`config.mk`:
```
export PLATFORM = sky130hd
export DESIGN_NAME = npc_top
export DESIGN_NICKNAME = d
export VERILOG_FILES = /design/src/npc_pkg.sv /design/src/decode_if.sv /design/src/npc_top.sv /design/src/npc_alu.sv /design/src/register_file.sv /design/src/pc_unit.sv /design/src/npc_decoder.sv
export SDC_FILE = /design/constraint.sdc
export NUM_CORES = 2
export LEC_CHECK = 0
export BUFFER_PORTS_ARGS = -buffer_cell sky130_fd_sc_hd__buf_4
export CORE_ASPECT_RATIO = 0.75
export CORE_MARGIN = 8
export CORE_UTILIZATION = 40
export DETAILED_ROUTE_END_ITERATION = 16
export GPL_ROUTABILITY_DRIVEN = 1
export SYNTH_ARGS = -nofsm -noshare
export SYNTH_HDL_FRONTEND = slang
export SYNTH_HIERARCHICAL = 1
export SYNTH_SLANG_ARGS = --single-unit
```
`constraint.sdc`:
```
create_clock -name clk -period 5.5 [get_ports clk]
set_clock_uncertainty 0.15 [all_clocks]
set_input_delay 0.275 -clock clk [delete_from_list [all_inputs] [get_ports clk]]
set_output_delay 0.275 -clock clk [all_outputs]
set_load 0.01 [all_outputs]
```
`src/npc_pkg.sv`:
```
package npc_pkg;

    // operation selected by the decoder, one per supported instruction
    typedef enum logic [3:0] {
        ALU_NONE  = 4'd0,
        ALU_AUIPC = 4'd1,
        ALU_LUI   = 4'd2,
        ALU_JAL   = 4'd3,
        ALU_JALR  = 4'd4,
        ALU_ADDI  = 4'd5,
        ALU_ADD   = 4'd6,
        ALU_LW    = 4'd7
    } alu_op_t;

    // register index
    typedef logic [4:0] reg_idx_t;

    // data and address word
    typedef logic [31:0] word_t;

    // major opcodes, inst[6:0]
    localparam logic [6:0] OPC_OP     = 7'b0110011;
    localparam logic [6:0] OPC_OP_IMM = 7'b0010011;
    localparam logic [6:0] OPC_LOAD   = 7'b0000011;
    localparam logic [6:0] OPC_LUI    = 7'b0110111;
    localparam logic [6:0] OPC_AUIPC  = 7'b0010111;
    localparam logic [6:0] OPC_JAL    = 7'b1101111;
    localparam logic [6:0] OPC_JALR   = 7'b1100111;
    localparam logic [6:0] OPC_SYSTEM = 7'b1110011;

    // funct3 values used by the subset
    localparam logic [2:0] F3_ZERO = 3'd0;
    localparam logic [2:0] F3_WORD = 3'd2;

    // ebreak, treated as halt
    localparam word_t EBREAK_INSN = 32'h0010_0073;

endpackage
```
`src/decode_if.sv`:
```
`timescale 1ns/1ps

interface decode_if;
    import npc_pkg::*;

    alu_op_t  op;
    // immediate, already shaped for the instruction format
    word_t    imm;
    reg_idx_t rs1;
    reg_idx_t rs2;
    reg_idx_t rd;
    logic     reg_wen;
    logic     mem_en;
    logic     ebreak;

    modport decoder (
        output op, imm, rs1, rs2, rd, reg_wen, mem_en, ebreak
    );

    modport alu (
        input op, imm
    );

    modport regs (
        input rs1, rs2, rd, reg_wen
    );

    modport pcu (
        input op, ebreak
    );

endinterface

```
`src/npc_top.sv`:
```
`timescale 1ns/1ps

module npc_top #(
    parameter npc_pkg::word_t RESET_PC = 32'h8000_0000
) (
    input  logic              clk,
    input  logic              reset,
    input  npc_pkg::word_t    inst,
    input  npc_pkg::word_t    mem_rdata,
    output npc_pkg::word_t    pc,
    output npc_pkg::word_t    mem_addr,
    output logic              mem_en,
    output logic              wb_en,
    output npc_pkg::reg_idx_t wb_rd,
    output npc_pkg::word_t    wb_data,
    output logic              halted
);
    import npc_pkg::*;

    word_t target;
    word_t rdata1;
    word_t rdata2;
    word_t result;

    decode_if dec ();

    npc_decoder u_decoder (
        .inst (inst),
        .dec  (dec)
    );

    pc_unit #(
        .RESET_PC (RESET_PC)
    ) u_pc_unit (
        .clk    (clk),
        .reset  (reset),
        .dec    (dec),
        .target (target),
        .pc     (pc),
        .halted (halted)
    );

    register_file u_register_file (
        .clk    (clk),
        .dec    (dec),
        .wdata  (result),
        .halted (halted),
        .rdata1 (rdata1),
        .rdata2 (rdata2),
        .wb_en  (wb_en)
    );

    npc_alu u_alu (
        .dec       (dec),
        .pc        (pc),
        .rdata1    (rdata1),
        .rdata2    (rdata2),
        .mem_rdata (mem_rdata),
        .result    (result),
        .mem_addr  (mem_addr),
        .target    (target)
    );

    // writeback and load request seen from outside
    assign mem_en  = dec.mem_en;
    assign wb_rd   = dec.rd;
    assign wb_data = result;

endmodule

```
`src/npc_alu.sv`:
```
`timescale 1ns/1ps

module npc_alu (
    decode_if.alu          dec,
    input  npc_pkg::word_t pc,
    input  npc_pkg::word_t rdata1,
    input  npc_pkg::word_t rdata2,
    input  npc_pkg::word_t mem_rdata,
    output npc_pkg::word_t result,
    output npc_pkg::word_t mem_addr,
    output npc_pkg::word_t target
);
    import npc_pkg::*;

    word_t pc_plus_4;
    word_t pc_plus_imm;
    word_t base_plus_imm;

    assign pc_plus_4     = pc + 32'd4;
    assign pc_plus_imm   = pc + dec.imm;
    assign base_plus_imm = rdata1 + dec.imm;

    // writeback value
    always_comb begin
        case (dec.op)
            ALU_AUIPC: result = pc_plus_imm;
            ALU_LUI:   result = dec.imm;
            ALU_JAL:   result = pc_plus_4;
            ALU_JALR:  result = pc_plus_4;
            ALU_ADDI:  result = base_plus_imm;
            ALU_ADD:   result = rdata1 + rdata2;
            ALU_LW:    result = mem_rdata;
            default:   result = '0;
        endcase
    end

    // load address only when a load is decoded
    assign mem_addr = (dec.op == ALU_LW) ? base_plus_imm : '0;

    // jalr clears bit 0 of the computed target
    always_comb begin
        if (dec.op == ALU_JALR) begin
            target = {base_plus_imm[31:1], 1'b0};
        end else begin
            target = pc_plus_imm;
        end
    end

endmodule

```
`src/register_file.sv`:
```
`timescale 1ns/1ps

module register_file (
    input  logic           clk,
    decode_if.regs         dec,
    input  npc_pkg::word_t wdata,
    input  logic           halted,
    output npc_pkg::word_t rdata1,
    output npc_pkg::word_t rdata2,
    output logic           wb_en
);
    import npc_pkg::*;

    // x1 to x31, x0 has no storage
    word_t regs [1:31];

    // reads of x0 return zero
    always_comb begin
        if (dec.rs1 == 5'd0) begin
            rdata1 = '0;
        end else begin
            rdata1 = regs[dec.rs1];
        end
        if (dec.rs2 == 5'd0) begin
            rdata2 = '0;
        end else begin
            rdata2 = regs[dec.rs2];
        end
    end

    assign wb_en = dec.reg_wen && !halted && (dec.rd != 5'd0);

    always_ff @(posedge clk) begin
        if (wb_en) begin
            regs[dec.rd] <= wdata;
        end
    end

endmodule

```
`src/pc_unit.sv`:
```
`timescale 1ns/1ps

module pc_unit #(
    parameter npc_pkg::word_t RESET_PC = 32'h8000_0000
) (
    input  logic           clk,
    input  logic           reset,
    decode_if.pcu          dec,
    input  npc_pkg::word_t target,
    output npc_pkg::word_t pc,
    output logic           halted
);
    import npc_pkg::*;

    word_t next_pc;

    always_comb begin
        if (halted || dec.ebreak) begin
            // frozen at the ebreak address
            next_pc = pc;
        end else if (dec.op == ALU_JAL || dec.op == ALU_JALR) begin
            next_pc = target;
        end else begin
            next_pc = pc + 32'd4;
        end
    end

    always_ff @(posedge clk) begin
        if (reset) begin
            pc     <= RESET_PC;
            halted <= 1'b0;
        end else begin
            pc <= next_pc;
            if (dec.ebreak) begin
                halted <= 1'b1;
            end
        end
    end

endmodule

```
`src/npc_decoder.sv`:
```
`timescale 1ns/1ps

module npc_decoder (
    input npc_pkg::word_t inst,
    decode_if.decoder     dec
);
    import npc_pkg::*;

    logic [6:0]   opcode;
    logic [2:0]   funct3;
    logic [6:0]   funct7;
    logic [127:0] hot_opcode;
    logic [7:0]   hot_funct3;

    // instruction formats
    logic is_r;
    logic is_i;
    logic is_u;
    logic is_j;

    word_t imm_i;
    word_t imm_u;
    word_t imm_j;

    // individual instructions
    logic is_auipc;
    logic is_lui;
    logic is_jal;
    logic is_jalr;
    logic is_addi;
    logic is_add;
    logic is_lw;

    assign opcode = inst[6:0];
    assign funct3 = inst[14:12];
    assign funct7 = inst[31:25];

    // one-hot match of opcode and funct3
    assign hot_opcode = 128'd1 << opcode;
    assign hot_funct3 = 8'd1 << funct3;

    assign is_r = hot_opcode[OPC_OP];
    assign is_i = hot_opcode[OPC_OP_IMM] | hot_opcode[OPC_LOAD] | hot_opcode[OPC_JALR];
    assign is_u = hot_opcode[OPC_LUI] | hot_opcode[OPC_AUIPC];
    assign is_j = hot_opcode[OPC_JAL];

    // all immediates sign extended from bit 31
    assign imm_i = {{20{inst[31]}}, inst[31:20]};
    assign imm_u = {inst[31:12], 12'd0};
    assign imm_j = {{11{inst[31]}}, inst[31], inst[19:12], inst[20], inst[30:21], 1'b0};

    assign dec.imm = ({32{is_i}} & imm_i)
                   | ({32{is_u}} & imm_u)
                   | ({32{is_j}} & imm_j);

    assign is_auipc = is_u & hot_opcode[OPC_AUIPC];
    assign is_lui   = is_u & hot_opcode[OPC_LUI];
    assign is_jal   = is_j;
    assign is_jalr  = is_i & hot_opcode[OPC_JALR] & hot_funct3[F3_ZERO];
    assign is_addi  = is_i & hot_opcode[OPC_OP_IMM] & hot_funct3[F3_ZERO];
    // sub shares funct3, so funct7 must be zero too
    assign is_add   = is_r & hot_funct3[F3_ZERO] & (funct7 == 7'd0);
    assign is_lw    = is_i & hot_opcode[OPC_LOAD] & hot_funct3[F3_WORD];

    always_comb begin
        if (is_auipc) begin
            dec.op = ALU_AUIPC;
        end else if (is_lui) begin
            dec.op = ALU_LUI;
        end else if (is_jal) begin
            dec.op = ALU_JAL;
        end else if (is_jalr) begin
            dec.op = ALU_JALR;
        end else if (is_addi) begin
            dec.op = ALU_ADDI;
        end else if (is_add) begin
            dec.op = ALU_ADD;
        end else if (is_lw) begin
            dec.op = ALU_LW;
        end else begin
            dec.op = ALU_NONE;
        end
    end

    assign dec.rs1     = inst[19:15];
    assign dec.rs2     = inst[24:20];
    assign dec.rd      = inst[11:7];
    assign dec.reg_wen = is_auipc | is_lui | is_jal | is_jalr | is_addi | is_add | is_lw;
    assign dec.mem_en  = is_lw;
    // only the exact ebreak word halts
    assign dec.ebreak  = hot_opcode[OPC_SYSTEM] & (inst == EBREAK_INSN);

endmodule

```
Word level (Yosys, flattened, before mapping)

Memories as Yosys holds them, arrays and structs flattened.
Cells that the tools add are included.

$add $sub $neg: 4
Eq/ne operators: 8
Shift-type cells: 2
Multiplexer cells: 15
Bitwise logic cells: 25
Reduce and logical (&&, ||, !) cells: 10

Operators by type and width:

| cell                                              | count |
|---|---|
| one-hot mux 32 bit (6 select lines)               | 1 |
| two-way mux 32 bit                                | 5 |
| left shift 1 x 7 -> 116 bit, first input constant | 1 |
| adder 32 bit                                      | 3 |
| AND 32 bit                                        | 3 |
| bitwise OR 32 bit                                 | 2 |
| adder 32 x 3 -> 32 bit, second input constant     | 1 |
| == test 32 x 21 -> 1 bit, second input constant   | 1 |
| two-way mux 4 bit                                 | 6 |
| == test 4 x 3 -> 1 bit, second input constant     | 4 |
| AND 1 bit                                         | 11 |
| zero test 5 bit                                   | 2 |
| bitwise OR 1 bit                                  | 9 |
| == test 4 x 2 -> 1 bit, second input constant     | 2 |
| zero test 7 bit                                   | 1 |
| nonzero test 5 bit                                | 1 |
| == test 4 x 1 -> 1 bit, second input constant     | 1 |
| two-way mux 3 bit                                 | 1 |
| left shift 1 x 3 -> 3 bit, first input constant   | 1 |
| logical AND 1 bit                                 | 2 |
| logical OR 1 bit                                  | 2 |
| two-way mux 1 bit                                 | 2 |
| OR reduction 2 bit                                | 1 |
| zero test 1 bit                                   | 1 |

Flip-flop bits (word level): 33
RAM bits: 992
Output and inout bits: 104
Memories kept: 1

Memories:

| memory               | depth | bits a word | rd ports | clocked after Yosys merged registers in | wr ports | RTL line            | text |
|---|---|---|---|---|---|---|---|
| u_register_file.regs | 31    | 32          | 2        | 0                                       | 1        | register_file.sv:15 | `word_t regs [1:31];` |

Depth between registers and ports, before layout

Word-level depth: 15
Gate-level depth with buffers: 24
Mapped depth without buffers: 18

Cells and area by module

The synthesis kept the hierarchy.

Modules (own cells, without submodules):

| module        | instances | cells each | area each (µm²) | sequential area each (µm²) |
|---|---|---|---|---|
| register_file | 1         | 2688       | 46519.6         | 29788.6 |
| npc_alu       | 1         | 1063       | 7144.4          | 0.0 |
| pc_unit       | 1         | 286        | 2203.4          | 660.6 |
| npc_decoder   | 1         | 92         | 686.9           | 0.0 |

Worst setup path after synthesis

No wires, ideal clock.

Kind: input -> register
From: input inst[15]
To: memory u_register_file/regs[10][15] (netlist name) (data pin)
Data arrival time: 5.129 ns
Required time: 4.863 ns
Path slack: -0.267 ns
Stages: 17
Path buffers: 3
Cells stage by stage: buf_4 -> buf_4 -> buf_2 -> mux4_2 -> mux2_2 -> nand2_1 -> nand4_1 -> ha_1 -> a21o_1 -> a311o_1 -> a21oi_1 -> nand2_1 -> a31o_2 -> a21o_1 -> a21oi_1 -> xor2_1 -> o21ai_0

Elaborated cells between the ends (all ways): 11
Classes of those cells: add/sub (3); mux (2); bitwise (4); reduce/logical (1); memory (1)

RTL lines:

| item                                                         | RTL line                     | text |
|---|---|---|
| start: declaration                                           | npc_top.sv:8                 | `input npc_pkg::word_t inst,` |
| memory read (31 x 32 bit) or zero test 5 bit (tied branches) | -                            |  |
| two-way mux 32 bit *                                         | register_file.sv:19          | `if (dec.rs1 == 5'd0) begin` |
| net rdata1[6]                                                | npc_top.sv:21                | `word_t rdata1;` |
| adder 32 bit (on tied branches)                              | npc_alu.sv:31, npc_alu.sv:21 |  |
| one-hot mux 32 bit (6 select lines) *                        | npc_alu.sv:25                | `case (dec.op)` |
| net wb_data[15]                                              | npc_top.sv:15                | `output npc_pkg::word_t wb_data,` |
| end: declaration                                             | register_file.sv:15          |  |

The timed path passes the listed nets; every way through them passes the cells marked *.

==> impl_metrics.ini <==
[critical_path]
cp.arrival_ps = 5260
required_ps = 5080
crit_path_start_kind = flip-flop
path_max_fanout = 3
crit_type = flip-flop to output port
cp-end-kind = output port

[logic_synthesis]
synth_common_cells = 992 x edfxtp_1, 413 x mux2i_1, 304 x mux4_2
synth_top_area_share_pct = 52.7
avgSynthCellArea_um2 = 13.7
synth.yosys.seq_area_share_pct = 53.8
syn_area_um2 = 56600
syn_inst = 4129
postSynth.asyncResetShare_pct = 0
synthMostInstantiatedCell = edfxtp_1
synthFlopType = edfxtp_1
synth-seq-cells = 1025
synth.area.top_cells = edfxtp_1 53%, mux4_2 12%, mux2i_1 7.3%
ys_warn_count = 6
synth_top_cell_by_area = edfxtp_1
synth_fp_nets = 4293
synth_edf_count = 992
synth.distinct_cells = 103

[global_routing]
grt_use_total_pct = 26.9
grt_pass1_vias = 40300
grt_pass1_wl_um = 303000
antenna_found_initial = 6
gr-total-overflow = 0
grt_max_degree = 71
grtUsageMet2_pct = 38.9
grt_use_met1_pct = 39.0
met3_usage_pct = 6.84
busiest_layer = met1

[clock_network]
cts_max_level = 3
path_clk_slew_ps = 80
cts_tree = built
cts_root_buf = clkbuf_16
clock-sinks = 1025
clk_latency_ps = 760
clockBufferDepth = 3
cts-buffers-inserted = 97

[place]
place_area_um2 = 63200
portBuffers = 169
place_hpwl_um = 143000
place_congestion = 1.00
placedCellCount = 6308

[route]
drc_errors = 0
dr.pass1.iters = 10
vias = 42500
routed_wl_um = 217000
drt_iter0_markers = 6746
avgViaCountPerCell = 6.52
postRouteAntennaNets = 0
post_drt_wl_per_cell_um = 33.3

[outcome]
status = complete, but fails checks
violations = negative setup slack

[die]
io_pins = 170
core_area_um2 = 140000
die-height_um = 342
dieArea_um2 = 154000
initial_core_util_pct = 40.3
die_x_um = 450
rows = 119

[timing]
fin_ws_ps = -189
layout_min_cycle_time_ps = 5690
hold_viol_final = 0
final_max_slew_viol_count = 0
relSlewSlack_pct = 29.8
setup_viol = 4
fin_crit_sh_pct = 103
rsz0062_at_grt = yes
fmax_mhz = 176
tightest_slew_ps = 1050
setup_tns_ps = -298

[cells_and_area]
finalNonFillerCells = 6517
fin_util_pct = 47.9
drive_gt1_share_pct = 28.5
nets = 4730
synthToLayoutAreaGrowth_pct = 18.9
seq_area_um2 = 30400
fillers = 12100
multi_input_comb_area_um2 = 25300
final_cell_area_um2 = 67200

[job]
maxCapViolations = 0

[power_and_ir_drop]
cellPowerDensity_nw_per_um2 = 251
p_leak_nw = 25.9
max-vdd-ir-drop_uv = 256

[worst_hold_path]
hold_class = input port to flip-flop
-- worst paths after layout --
check / startpoint / endpoint / slack [ps] / cells past startpoint
worst max-delay path: u_register_file/regs[18][0] / wb_data[28] / -190 / 19
worst min-delay path: mem_rdata[16] / u_register_file/regs[4][16] / 80 / 5
worst max register to register: u_register_file/regs[18][0] / u_register_file/regs[9][28] / 380 / 20
worst min register to register: u_pc_unit/pc[0] / u_pc_unit/pc[0] / 410 / 2
-- cell families after synthesis --
logic type / Yosys count / synth area share (%)
flops: 1025 / 53.8
other cells: 1 / 0.00663
xor+xnor: 113 / 1.76
simple gates: 903 / 8.05
mux: 765 / 20.4
fa+ha+maj: 98 / 2.21
buf+inv: 322 / 3.03
compound gates: 902 / 10.7
-- final cells by class --
type | instances | share of cell area [%]
clock inverter | 63 | 0.934
inverter | 25 | 0.140
antenna | 2 | 0.00744
tap | 1875 | 3.49
multi-input combinational | 2782 | 37.7
clock buffer | 110 | 3.72
timing repair buffer | 635 | 8.73
sequential | 1025 | 45.3
-- sequential cells by signal, indices dropped and copies added, names as in the netlist --
signal	count
u_register_file/regs	992
u_pc_unit/pc	32
u_pc_unit/halted	1
-- repair_timing --
action / 4_1_cts / 5_1_grt
pin swaps: 33 / 45
hold buffers: 2 / 0
cloned: 0 / 1
hold endpoints to repair: 37 / 0
endpoints found under the setup margin: 29 / 32
resized for setup: 46 / 85
setup buffers: 20 / 16
-- cell usage in the layout, fill, tap and decap left out, drive strengths merged, types with 95 or more instances in the layout --
cell	count
mux4	304
buf	632
a21o	99
nand3	131
ha	95
o21ai	151
a21oi	208
clkbuf	111
nand2	223
edfxtp	992
nor2	207
mux2i	413
a22oi	138
-- metrics by stage --
stage          hold slack, ps  setup slack [ps]  power, mW
2_1_floorplan             364              -104       9.50
3_3_place_gp              392              -340       10.2
3_5_place_dp              403              -268       10.2
4_1_cts                  20.0              -140       16.9
5_1_grt                  62.7              -282       17.3
6_report                 80.9              -189       16.9
-- power breakdown --
part	internal [mW]	switching, mW	total, mW	leakage [nW]
logic	0.663	1.03	1.69	13.3
clock network	3.59	3.13	6.72	1.51
registers	8.43	0.00835	8.44	11.0
-- worst max-delay path: stages, from the launching register on --
cell and delay (ps):
edfxtp_1 410, mux4_2 480, mux2_4 280, nand2_2 60, nand4_1 100, buf_6 160, ha_4 160, fa_2 370
a211oi_2 240, o21ai_1 110, a22oi_2 260, a21oi_2 150, o31ai_2 300, buf_4 170, nor4_1 50, or4_4 520
xnor2_2 160, o211ai_1 240, buf_6 170, buf_6 110
-- metal layers --
| layer | vias up | wire [µm] |
|---|---|---|
| met5 | - | 34 |
| met4 | 6 | 9410 |
| met3 | 456 | 27200 |
| met2 | 2910 | 91800 |
| met1 | 21600 | 88300 |
| li1 | 17500 | - |
Power figures use the tool's default switching activity.
